## src/verilog/div_params.svh

```systemverilog
/* Default sizing of the fixed-point divider.
   Q_BITS must stay below N_BITS. The iteration count is N+Q steps per operation. */

`ifndef DIV_PARAMS_SVH
`define DIV_PARAMS_SVH

////////////////////
// Core sizing
////////////////////

// Operand and quotient width
`define DIV_N_BITS 16

// Fraction bits of the quotient
`define DIV_Q_BITS 8

// Stream id width
`define DIV_ID_BITS 4

`endif

```

## src/verilog/div_pkg.sv

```systemverilog
/* Shared types of the divider. Widths follow div_params.svh.
   Quotient is unsigned, Q fraction bits, saturating on overflow. */

package div_pkg;

  `include "div_params.svh"

  ////////////////////
  // Data types
  ////////////////////

  typedef logic [`DIV_N_BITS-1:0]              operand_t;   // Dividend, divisor, quotient
  typedef logic [`DIV_ID_BITS-1:0]             stream_id_t; // Ingress/egress id
  typedef logic [`DIV_N_BITS+`DIV_Q_BITS-1:0]  wide_quot_t; // Raw quotient, N+Q bits

  // Iteration counter, must reach N+Q
  typedef logic [$clog2(`DIV_N_BITS+`DIV_Q_BITS+1)-1:0] step_cnt_t;

  ////////////////////
  // Control FSM
  ////////////////////

  typedef enum logic [1:0] {
    IDLE = 2'd0,  // Waiting for an operation
    ITER = 2'd1,  // One quotient bit per clock
    DONE = 2'd2   // Result handed to egress
  } div_state_t;

endpackage

```

## src/verilog/div_ctrl.sv

```systemverilog
/* Control FSM of the iterative divider. One operation in flight.
   IDLE -> ITER on start, N+Q steps in ITER, one DONE cycle, back to IDLE.
   Ready is dropped as soon as start is seen and returns with the result strobe. */

`timescale 1ns/1ps

`include "div_params.svh"

module div_ctrl (
  input  logic clk,
  input  logic rst_n,
  input  logic start,      // From ingress
  output logic accept_en,  // Becomes in_ready
  output logic step,       // Datapath advances one bit
  output logic done        // Result valid at datapath outputs
);

  import div_pkg::*;

  localparam int unsigned STEPS = `DIV_N_BITS + `DIV_Q_BITS;
  localparam step_cnt_t   LAST_STEP = step_cnt_t'(STEPS - 1);

  div_state_t state;
  div_state_t state_nxt;
  step_cnt_t  step_cnt;  // Steps done so far in ITER

  ////////////////////
  // State register
  ////////////////////

  always_ff @(posedge clk or negedge rst_n) begin
    if (!rst_n) begin
      state    <= IDLE;
      step_cnt <= '0;
    end else begin
      state <= state_nxt;
      if (state == ITER) begin
        step_cnt <= step_cnt + 1'b1;
      end else begin
        step_cnt <= '0;  // Ready for next run
      end
    end
  end

  ////////////////////
  // Next state
  ////////////////////

  always_comb begin
    state_nxt = state;
    case (state)
      IDLE: begin
        if (start) begin
          state_nxt = ITER;  // Datapath loads on same edge
        end
      end
      ITER: begin
        // Last step happens on this edge
        if (step_cnt == LAST_STEP) begin
          state_nxt = DONE;
        end
      end
      DONE: begin
        state_nxt = IDLE;
      end
      default: begin
        state_nxt = IDLE;
      end
    endcase
  end

  // Outputs decoded from state
  assign accept_en = (state == IDLE) && !start;  // Low from the start cycle on
  assign step      = (state == ITER);
  assign done      = (state == DONE);

endmodule

```

## src/verilog/div_result_reg.sv

```systemverilog
/* Egress register. Result is a one-cycle strobe, no back-pressure.
   out_data, out_id and out_overflow hold between strobes. */

`timescale 1ns/1ps

module div_result_reg (
  input  logic                clk,
  input  logic                rst_n,
  input  logic                start,     // Operation begins
  input  div_pkg::stream_id_t op_id,
  input  logic                done,      // Datapath result valid
  input  div_pkg::operand_t   quotient,
  input  logic                overflow,
  output logic                out_valid,
  output div_pkg::operand_t   out_data,
  output div_pkg::stream_id_t out_id,
  output logic                out_overflow
);

  import div_pkg::*;

  stream_id_t id_hold;  // Safe from a new dividend beat

  // Id of the running operation
  always_ff @(posedge clk) begin
    if (start) begin
      id_hold <= op_id;
    end
  end

  ////////////////////
  // Result strobe
  ////////////////////

  always_ff @(posedge clk or negedge rst_n) begin
    if (!rst_n) begin
      out_valid <= 1'b0;
    end else begin
      out_valid <= done;  // Exactly one cycle
    end
  end

  // Payload, captured with the strobe
  always_ff @(posedge clk) begin
    if (done) begin
      out_data     <= quotient;
      out_overflow <= overflow;
      out_id       <= id_hold;
    end
  end

endmodule

```

## src/verilog/div_shift_sub.sv

```systemverilog
/* Restoring shift-subtract datapath, unsigned only, no rounding.
   Computes floor(dividend * 2^Q / divisor) over N+Q steps.
   Outputs are valid once the last step has completed. Zero divisor or a
   quotient of 2^N or more flags overflow and saturates to all ones. */

`timescale 1ns/1ps

`include "div_params.svh"

module div_shift_sub (
  input  logic              clk,
  input  logic              rst_n,
  input  logic              start,     // Load operands
  input  logic              step,      // One quotient bit
  input  div_pkg::operand_t dividend,
  input  div_pkg::operand_t divisor,
  output div_pkg::operand_t quotient,
  output logic              overflow
);

  import div_pkg::*;

  localparam int N = `DIV_N_BITS;
  localparam int Q = `DIV_Q_BITS;

  wide_quot_t quot_sr;    // Dividend bits out at top, quotient bits in at bottom
  logic [N:0] rem;        // Partial remainder, one extra bit
  operand_t   divisor_q;  // Latched divisor

  logic [N:0] rem_shift;  // Remainder with next dividend bit
  logic       q_bit;      // Subtract succeeds

  ////////////////////
  // Step logic
  ////////////////////

  assign rem_shift = {rem[N-1:0], quot_sr[N+Q-1]};
  assign q_bit     = (rem_shift >= {1'b0, divisor_q});

  always_ff @(posedge clk or negedge rst_n) begin
    if (!rst_n) begin
      quot_sr   <= '0;
      rem       <= '0;
      divisor_q <= '0;
    end else if (start) begin
      // Dividend scaled by 2^Q
      quot_sr   <= {dividend, {Q{1'b0}}};
      rem       <= '0;
      divisor_q <= divisor;
    end else if (step) begin
      if (q_bit) begin
        rem <= rem_shift - {1'b0, divisor_q};  // Restore not needed
      end else begin
        rem <= rem_shift;
      end
      quot_sr <= {quot_sr[N+Q-2:0], q_bit};
    end
  end

  ////////////////////
  // Result
  ////////////////////

  // Any of the top Q bits means the quotient does not fit in N
  assign overflow = (divisor_q == '0) || (|quot_sr[N+Q-1:N]);
  assign quotient = overflow ? '1 : quot_sr[N-1:0];  // Saturate

endmodule

```

## src/verilog/div_stream_ingress.sv

```systemverilog
/* Two-beat ingress. Dividend beat has last low, divisor beat has last high.
   A divisor without a fresh dividend reuses the dividend held last.
   The id of the latest accepted beat is kept on op_id. */

`timescale 1ns/1ps

module div_stream_ingress (
  input  logic                clk,
  input  logic                rst_n,
  input  logic                in_valid,
  output logic                in_ready,
  input  div_pkg::operand_t   in_data,
  input  logic                in_last,
  input  div_pkg::stream_id_t in_id,
  input  logic                accept_en,  // From control FSM
  output logic                start,      // One cycle after divisor beat
  output div_pkg::operand_t   dividend,
  output div_pkg::operand_t   divisor,
  output div_pkg::stream_id_t op_id
);

  import div_pkg::*;

  operand_t   dividend_q;  // Held operands
  operand_t   divisor_q;
  stream_id_t id_q;
  logic       beat_acc;    // Handshake on this edge

  // Ready comes straight from the FSM
  assign in_ready = accept_en;
  assign beat_acc = in_valid && accept_en;

  ////////////////////
  // Start pulse
  ////////////////////

  always_ff @(posedge clk or negedge rst_n) begin
    if (!rst_n) begin
      start <= 1'b0;
    end else begin
      start <= beat_acc && in_last;  // Divisor beat only
    end
  end

  ////////////////////
  // Operand capture
  ////////////////////

  // Steer by last into dividend or divisor
  always_ff @(posedge clk) begin
    if (beat_acc) begin
      id_q <= in_id;
      if (!in_last) begin
        dividend_q <= in_data;
      end else begin
        divisor_q <= in_data;
      end
    end
  end

  assign dividend = dividend_q;
  assign divisor  = divisor_q;
  assign op_id    = id_q;  // Result reg samples this at start

endmodule

```

## src/verilog/div_stream_top.sv

```systemverilog
/* Stream divider top. Ingress takes dividend then divisor, egress is a strobe.
   Fixed latency of N+Q+2 edges from divisor accept to out_valid. */

`timescale 1ns/1ps

module div_stream_top (
  input  logic                clk,
  input  logic                rst_n,
  // Ingress stream
  input  logic                in_valid,
  output logic                in_ready,
  input  div_pkg::operand_t   in_data,
  input  logic                in_last,   // High on divisor beat
  input  div_pkg::stream_id_t in_id,
  // Egress strobe
  output logic                out_valid,
  output div_pkg::operand_t   out_data,  // Quotient
  output div_pkg::stream_id_t out_id,
  output logic                out_overflow
);

  logic                start;
  logic                accept_en;
  logic                step;
  logic                done;
  logic                overflow;
  div_pkg::operand_t   dividend;
  div_pkg::operand_t   divisor;
  div_pkg::operand_t   quotient;
  div_pkg::stream_id_t op_id;

  ////////////////////
  // Blocks
  ////////////////////

  div_stream_ingress div_stream_ingress_inst (
    .clk       ( clk       ),
    .rst_n     ( rst_n     ),
    .in_valid  ( in_valid  ),
    .in_ready  ( in_ready  ),
    .in_data   ( in_data   ),
    .in_last   ( in_last   ),
    .in_id     ( in_id     ),
    .accept_en ( accept_en ),
    .start     ( start     ),
    .dividend  ( dividend  ),
    .divisor   ( divisor   ),
    .op_id     ( op_id     )
  );

  div_ctrl div_ctrl_inst (
    .clk       ( clk       ),
    .rst_n     ( rst_n     ),
    .start     ( start     ),
    .accept_en ( accept_en ),
    .step      ( step      ),
    .done      ( done      )
  );

  div_shift_sub div_shift_sub_inst (
    .clk      ( clk      ),
    .rst_n    ( rst_n    ),
    .start    ( start    ),
    .step     ( step     ),
    .dividend ( dividend ),
    .divisor  ( divisor  ),
    .quotient ( quotient ),
    .overflow ( overflow )
  );

  div_result_reg div_result_reg_inst (
    .clk          ( clk          ),
    .rst_n        ( rst_n        ),
    .start        ( start        ),
    .op_id        ( op_id        ),
    .done         ( done         ),
    .quotient     ( quotient     ),
    .overflow     ( overflow     ),
    .out_valid    ( out_valid    ),
    .out_data     ( out_data     ),
    .out_id       ( out_id       ),
    .out_overflow ( out_overflow )
  );

endmodule
```

## config.mk

```make
export PLATFORM = sky130hd
export DESIGN_NAME = div_stream_top
export DESIGN_NICKNAME = d
export VERILOG_FILES = /design/src/verilog/div_pkg.sv /design/src/verilog/div_ctrl.sv /design/src/verilog/div_result_reg.sv /design/src/verilog/div_shift_sub.sv /design/src/verilog/div_stream_ingress.sv /design/src/verilog/div_stream_top.sv
export VERILOG_INCLUDE_DIRS = /design/src /design/src/verilog
export SDC_FILE = /design/constraint.sdc
export NUM_CORES = 1
export LEC_CHECK = 0
export ABC_AREA = 1
export ABC_CLOCK_PERIOD_IN_PS = 4100
export BUFFER_PORTS_ARGS = -buffer_cell sky130_fd_sc_hd__buf_2
export CORE_ASPECT_RATIO = 0.75
export CORE_MARGIN = 5
export CORE_UTILIZATION = 40
export CTS_BUF_LIST = sky130_fd_sc_hd__clkbuf_8 sky130_fd_sc_hd__clkbuf_16
export DETAILED_ROUTE_END_ITERATION = 12
export PLACE_DENSITY = 0.68
export SLEW_MARGIN = 15
export SYNTH_ARGS = -nofsm -noshare
export SYNTH_HDL_FRONTEND = slang
export SYNTH_SLANG_ARGS = --single-unit
```

## constraint.sdc

```tcl
create_clock -name clk -period 4.1 [get_ports clk]
set_input_delay 0.82 -clock clk [delete_from_list [all_inputs] [get_ports clk]]
set_output_delay 0.82 -clock clk [all_outputs]
set_load 0.03 [all_outputs]
```

# Word-level counts from Yosys, hierarchy flattened
# Index checks and enable logic that the tools add are counted.
# W data, S select, Z words.
# op_classes
add_sub_neg	2
n_lt_le_gt_ge	1
eq_ne	5
n_mux	9
bitwise	1
reduce_logical	12
# ops
operator	n
$mux W16	3
$mux W24	2
$ge A17 B16 Y1	1
$logic_not A16 Y1	1
$sub A16 B16 Y16	1
$reduce_or A8 Y1	1
$reduce_and A2 Y1	3
$add A5 B1 Y5 const B	1
$eq A5 B5 Y1 const B	1
$mux W5	1
$mux W2	2
$ne A2 B2 Y1 const B	2
$pmux W2 S2	1
$logic_and A1 B1 Y1	3
$eq A2 B1 Y1 const B	1
$eq A2 B2 Y1 const B	1
$logic_not A2 Y1	1
$reduce_bool A2 Y1	1
$logic_not A1 Y1	1
$logic_or A1 B1 Y1	1
$not A1 Y1	1
# word_totals
regBits	126
input_bits	24
word_cells	44

# Longest topological paths before layout
# depth
word_depth	4
depth_mapped	14
mapped_depth_nobuf	14

# By module
# Synthesis repeated with hierarchy kept, for this count alone.
# unflattened
cells_unflattened	625
area_unflattened_um2	5945.7
# modules_own_cells
mod	instances	cells_per_inst	area_each_um2
div_shift_sub	1	520	3724.8
div_stream_ingress	1	43	1132.3
div_result_reg	1	26	775.7
div_ctrl	1	36	312.8

# Least setup slack after synthesis
# OpenSTA, ideal clock, no wires.
# synth_path
path_kind	register to register
start	register div_stream_ingress_inst.start
end	register div_stream_ingress_inst.divisor_q[0] (netlist: div_stream_ingress_inst.divisor[0]), enable pin
setup_ns	0.390
t_arrival_ns	2.144
path_slack_ns	1.567
stages_incl_launch_ff	6
period_less_slack_ns	2.533
cell_sequence	dfrtp_1 > buf_2 > clkbuf_1 > nor2_1 > nand2_1 > nor2_1
# synth_via
elab_chain_cells	4
# synth_lines
element	line	source
start, declared	div_stream_ingress.sv:16	output logic start,
start signal, assigned	div_stream_ingress.sv:41	start <= beat_acc && in_last;
$logic_not A1 Y1	div_ctrl.sv:73	assign accept_en = (state == IDLE) && !start;
$logic_and A1 B1 Y1	div_ctrl.sv:73	
named net in_ready	div_stream_top.sv:11	output logic in_ready,
$logic_and A1 B1 Y1	div_stream_ingress.sv:31	assign beat_acc = in_valid && accept_en;
$reduce_and A2 Y1 (no source line)	-	
end signal, assigned	div_stream_ingress.sv:56	divisor_q <= in_data;
end, declared	div_stream_ingress.sv:25	operand_t divisor_q;
# The timed path passes the listed nets, and every way through them passes these cells.
# A chain may end at the register's enable or synchronous reset.

# Worst setup path after layout
# layout_path
start	register div_stream_ingress_inst.start
end	output port in_ready
# layout_via
elab_chain_cells	2
# layout_lines
element	line
$logic_not A1 Y1	div_ctrl.sv:73
$logic_and A1 B1 Y1	div_ctrl.sv:73
end, declared	div_stream_top.sv:11
# No other way between the ends.

==> flow_summary_export.csv <==
group,metric,value,unit
final_layout,num_antenna_cells,0,
power,power-per-cell-area,906.1,nW/um^2
synth,yosysSeqAreaShare,0.5887,
floorplanning,coreArea,14450,um^2
critical_path,cp_slowest_cell,"buf_4",
timing,relSlewSlack,0.2805,
critical_path,critPathArrivalTime,1.61,ns
floorplanning,die_area,17240,um^2
place,port_buffers,46,
timing,setup_violations,0,
critical_path,worst-path-max-fanout,54,
grt,antenna_found_initial,0,
floorplanning,ioPinCount,47,
synth,avgSynthCellArea,9.521,um^2
timing,worstMarginPinSlew,1.078,ns
clock_tree,numCtsBuffers,17,
place,dpl_worst_slack,1.848,ns
synth,yosys_warnings,0,
synth,synthCells,617,
timing,slew_violations,0,
detailed_routing,dr.first_iter.drc_count,308,
timing,holdWs,0.4241,ns
critical_path,crit_path_end_kind,"output port",
place,place_inst,851,
grt,grt.overflow.total,0,
synth,synth_edf_count,61,
timing,fmax,411.4,MHz
grt,grt_pass1_vias,4273,
final_layout,final_area,6940,um^2
synth,synth_cell_types,34,
clock_tree,path_clk_slew,0.06,ns
place,place_area,6310,um^2
worst_hold_path,hp-class,"register to register",
synth,netlist_area,5874,um^2
grt,grt_pass1_wl,21.10,mm
clock_tree,cts.hold.buffers_added,0,
clock_tree,clkSinkCount,126,
detailed_routing,vias,4302,
clock_tree,cts_tree,"built",
timing,hold_viol_final,0,
final_layout,final_layout_size_suffix_gt1_frac,0.1552,
place,gp_congestion,0.9399,
clock_tree,clockBufferDepth,2,
synth,synth_ff_type,"dfrtp_1",
timing,finClkSkew,0.01258,ns
timing,period_needed,2.431,ns
grt,grtUsageTotal,0.1558,
critical_path,crit_path_cell_trace,"buf_4 -> nor2_1 -> buf_2",
final_layout,mostFrequentLayoutCell,"nand2_1",
timing,timing.final.ws_setup,1.669,ns
detailed_routing,dr.pass1.iters,5,
synth,ys_ff_latch,126,
final_layout,layout.nets,712,
detailed_routing,drc,0,
clock_tree,cts_resized,0,
floorplanning,start_util,0.4064,
grt,grt_max_degree,55,
floorplanning,die_w,149.9,um
clock_tree,root_buffer,"clkbuf_16",
power,p_leak,3.192,nW
timing,finalCritPeriodShare,0.5929,
final_layout,area_growth,18.15,%
clock_tree,htree_num_levels,4,
critical_path,crit_type,"register to output port",
detailed_routing,drt-total-wl,12.59,mm
critical_path,required,3.28,ns
power,ir_drop,0.0003959,V
critical_path,startpoint_type,"register",
synth,syn-num-nets,659,
timing,finalSetupTns,0,ns
critical_path,slowest_delay,0.48,ns
detailed_routing,via_per_inst,4.872,
timing,rsz0062_at_grt,"false",
final_layout,final_cell_mix,"183 x nand2_1, 95 x inv_1, 65 x dfrtp_1",
floorplanning,rows,38,
synth,async_reset_ff_frac,0.5159,
run,maxCapViolations,0,
detailed_routing,ant_nets,0,
clock_tree,post-cts-setup-buffer-count,0,
final_layout,fin_cells,883,
final_layout,n_fill_cell,1338,
floorplanning,fp.dieH,115.0,um
clock_tree,clock_latency,0.41,ns
place,dp_hpwl,9.337,mm
detailed_routing,detail_route.wl_per_cell,14.26,um
outcome,outcome,"complete, no violations",
==> sequential cells by signal, summed over array words and instances (netlist names) <==
| name | flops |
|---|---|
| div_shift_sub_inst.divisor_q | 16 |
| div_result_reg_inst.out_valid | 1 |
| div_stream_ingress_inst.divisor | 16 |
| div_shift_sub_inst.quot_sr | 24 |
| div_shift_sub_inst.rem | 16 |
| div_result_reg_inst.out_overflow | 1 |
| div_result_reg_inst.out_id | 4 |
| div_stream_ingress_inst.dividend | 16 |
| div_ctrl_inst.state | 2 |
| div_ctrl_inst.step_cnt | 5 |
| div_stream_ingress_inst.start | 1 |
| div_result_reg_inst.out_data | 16 |
| div_result_reg_inst.id_hold | 4 |
| div_stream_ingress_inst.op_id | 4 |
==> layout make-up <==
cell class,instances,area [um^2],area share
repair buffers,51,267.8,0.03858
clock buffers,18,439.2,0.06328
multi-input cells,375,1962,0.2827
flip-flops and latches,126,3458,0.4983
well taps,200,250.2,0.03606
clock inverters,14,191.4,0.02758
inverters,99,371.6,0.05354
==> layer usage <==
metal	part of all wire	vias up	track usage
met5	0	-	0
met4	0.0095	0	0.04814
met3	0.068	8	0.04216
met2	0.43	115	0.2340
met1	0.49	2059	0.2221
li1	-	2120	-
==> critical path, delay by kind of cell (launching register included) <==
| family | cells | cell delay (ns) |
|---|---|---|
| and+or+nand+nor | 1 | 0.13 |
| DFF | 1 | 0.38 |
| buffers and inverters | 2 | 0.69 |
==> report_power, final <==
part	internal (mW)	switching (mW)	leakage (nW)	total (mW)
Clock	1.03	0.538	0.292	1.57
Combinational	0.983	1.88	1.54	2.86
Sequential	1.69	0.170	1.36	1.86
Total	3.70	2.59	3.19	6.29
==> final timing paths <==
kind                            slack (ns)  depth (start not counted)                                       to                                    startpoint
worst max-delay path                  1.67                          3                                 in_ready       div_stream_ingress_inst.start$_DFF_PN0_
worst min-delay path                  0.42                          0  div_result_reg_inst.out_id[1]$_DFFE_PP_      div_result_reg_inst.id_hold[1]$_DFFE_PP_
worst max register to register        1.81                         12   div_shift_sub_inst.rem[14]$_DFFE_PN0P_  div_shift_sub_inst.divisor_q[14]$_DFFE_PN0P_
worst min register to register        0.42                          0  div_result_reg_inst.out_id[1]$_DFFE_PP_      div_result_reg_inst.id_hold[1]$_DFFE_PP_
max in group asynchronous             2.87                          2       div_ctrl_inst.state[0]$_DFFE_PN0P_                                         rst_n
min in group asynchronous             0.50                          1  div_result_reg_inst.out_valid$_DFF_PN0_                                         rst_n
==> Yosys cell counts, types with 2 or more instances <==
master	count	area share
nand3_1	52	0.044
nand2_1	183	0.12
dfrtp_1	65	0.28
nor3_1	3	0.0026
nor2_2	4	0.0043
a21oi_1	9	0.0077
nand3b_1	10	0.013
buf_2	5	0.0043
nand2_4	2	0.0038
o22ai_1	7	0.0075
edfxtp_1	61	0.31
clkbuf_1	6	0.0038
inv_2	5	0.0032
nor4_1	4	0.0043
buf_4	2	0.0026
nand4_1	6	0.0064
o221ai_1	16	0.024
nand2_2	5	0.0053
ha_1	17	0.036
buf_1	3	0.0019
nor2_1	22	0.014
xnor2_1	4	0.0060
o21ai_0	19	0.016
inv_1	94	0.060
xor2_1	2	0.0030
nor2_4	3	0.0058
==> cell families after synthesis <==
family | Yosys count | synth area share
xor+xnor | 6 | 0.008946
simple gates | 300 | 0.2298
compound gates | 51 | 0.05516
buf+inv | 116 | 0.07774
fa+ha+maj | 18 | 0.03962
flops | 126 | 0.5887
==> per-stage QoR <==
| stage | power (mW) | utilization |
|---|---|---|
| 4_1_cts | 6.299 | 0.4802 |
| 3_3_place_gp | 4.647 | 0.4365 |
| 2_1_floorplan | 4.061 | - |
| 6_report | 6.288 | 0.4802 |
| 3_5_place_dp | 4.710 | 0.4365 |
| 5_1_grt | 6.830 | 0.4802 |
(Power assumes the default switching activity.)
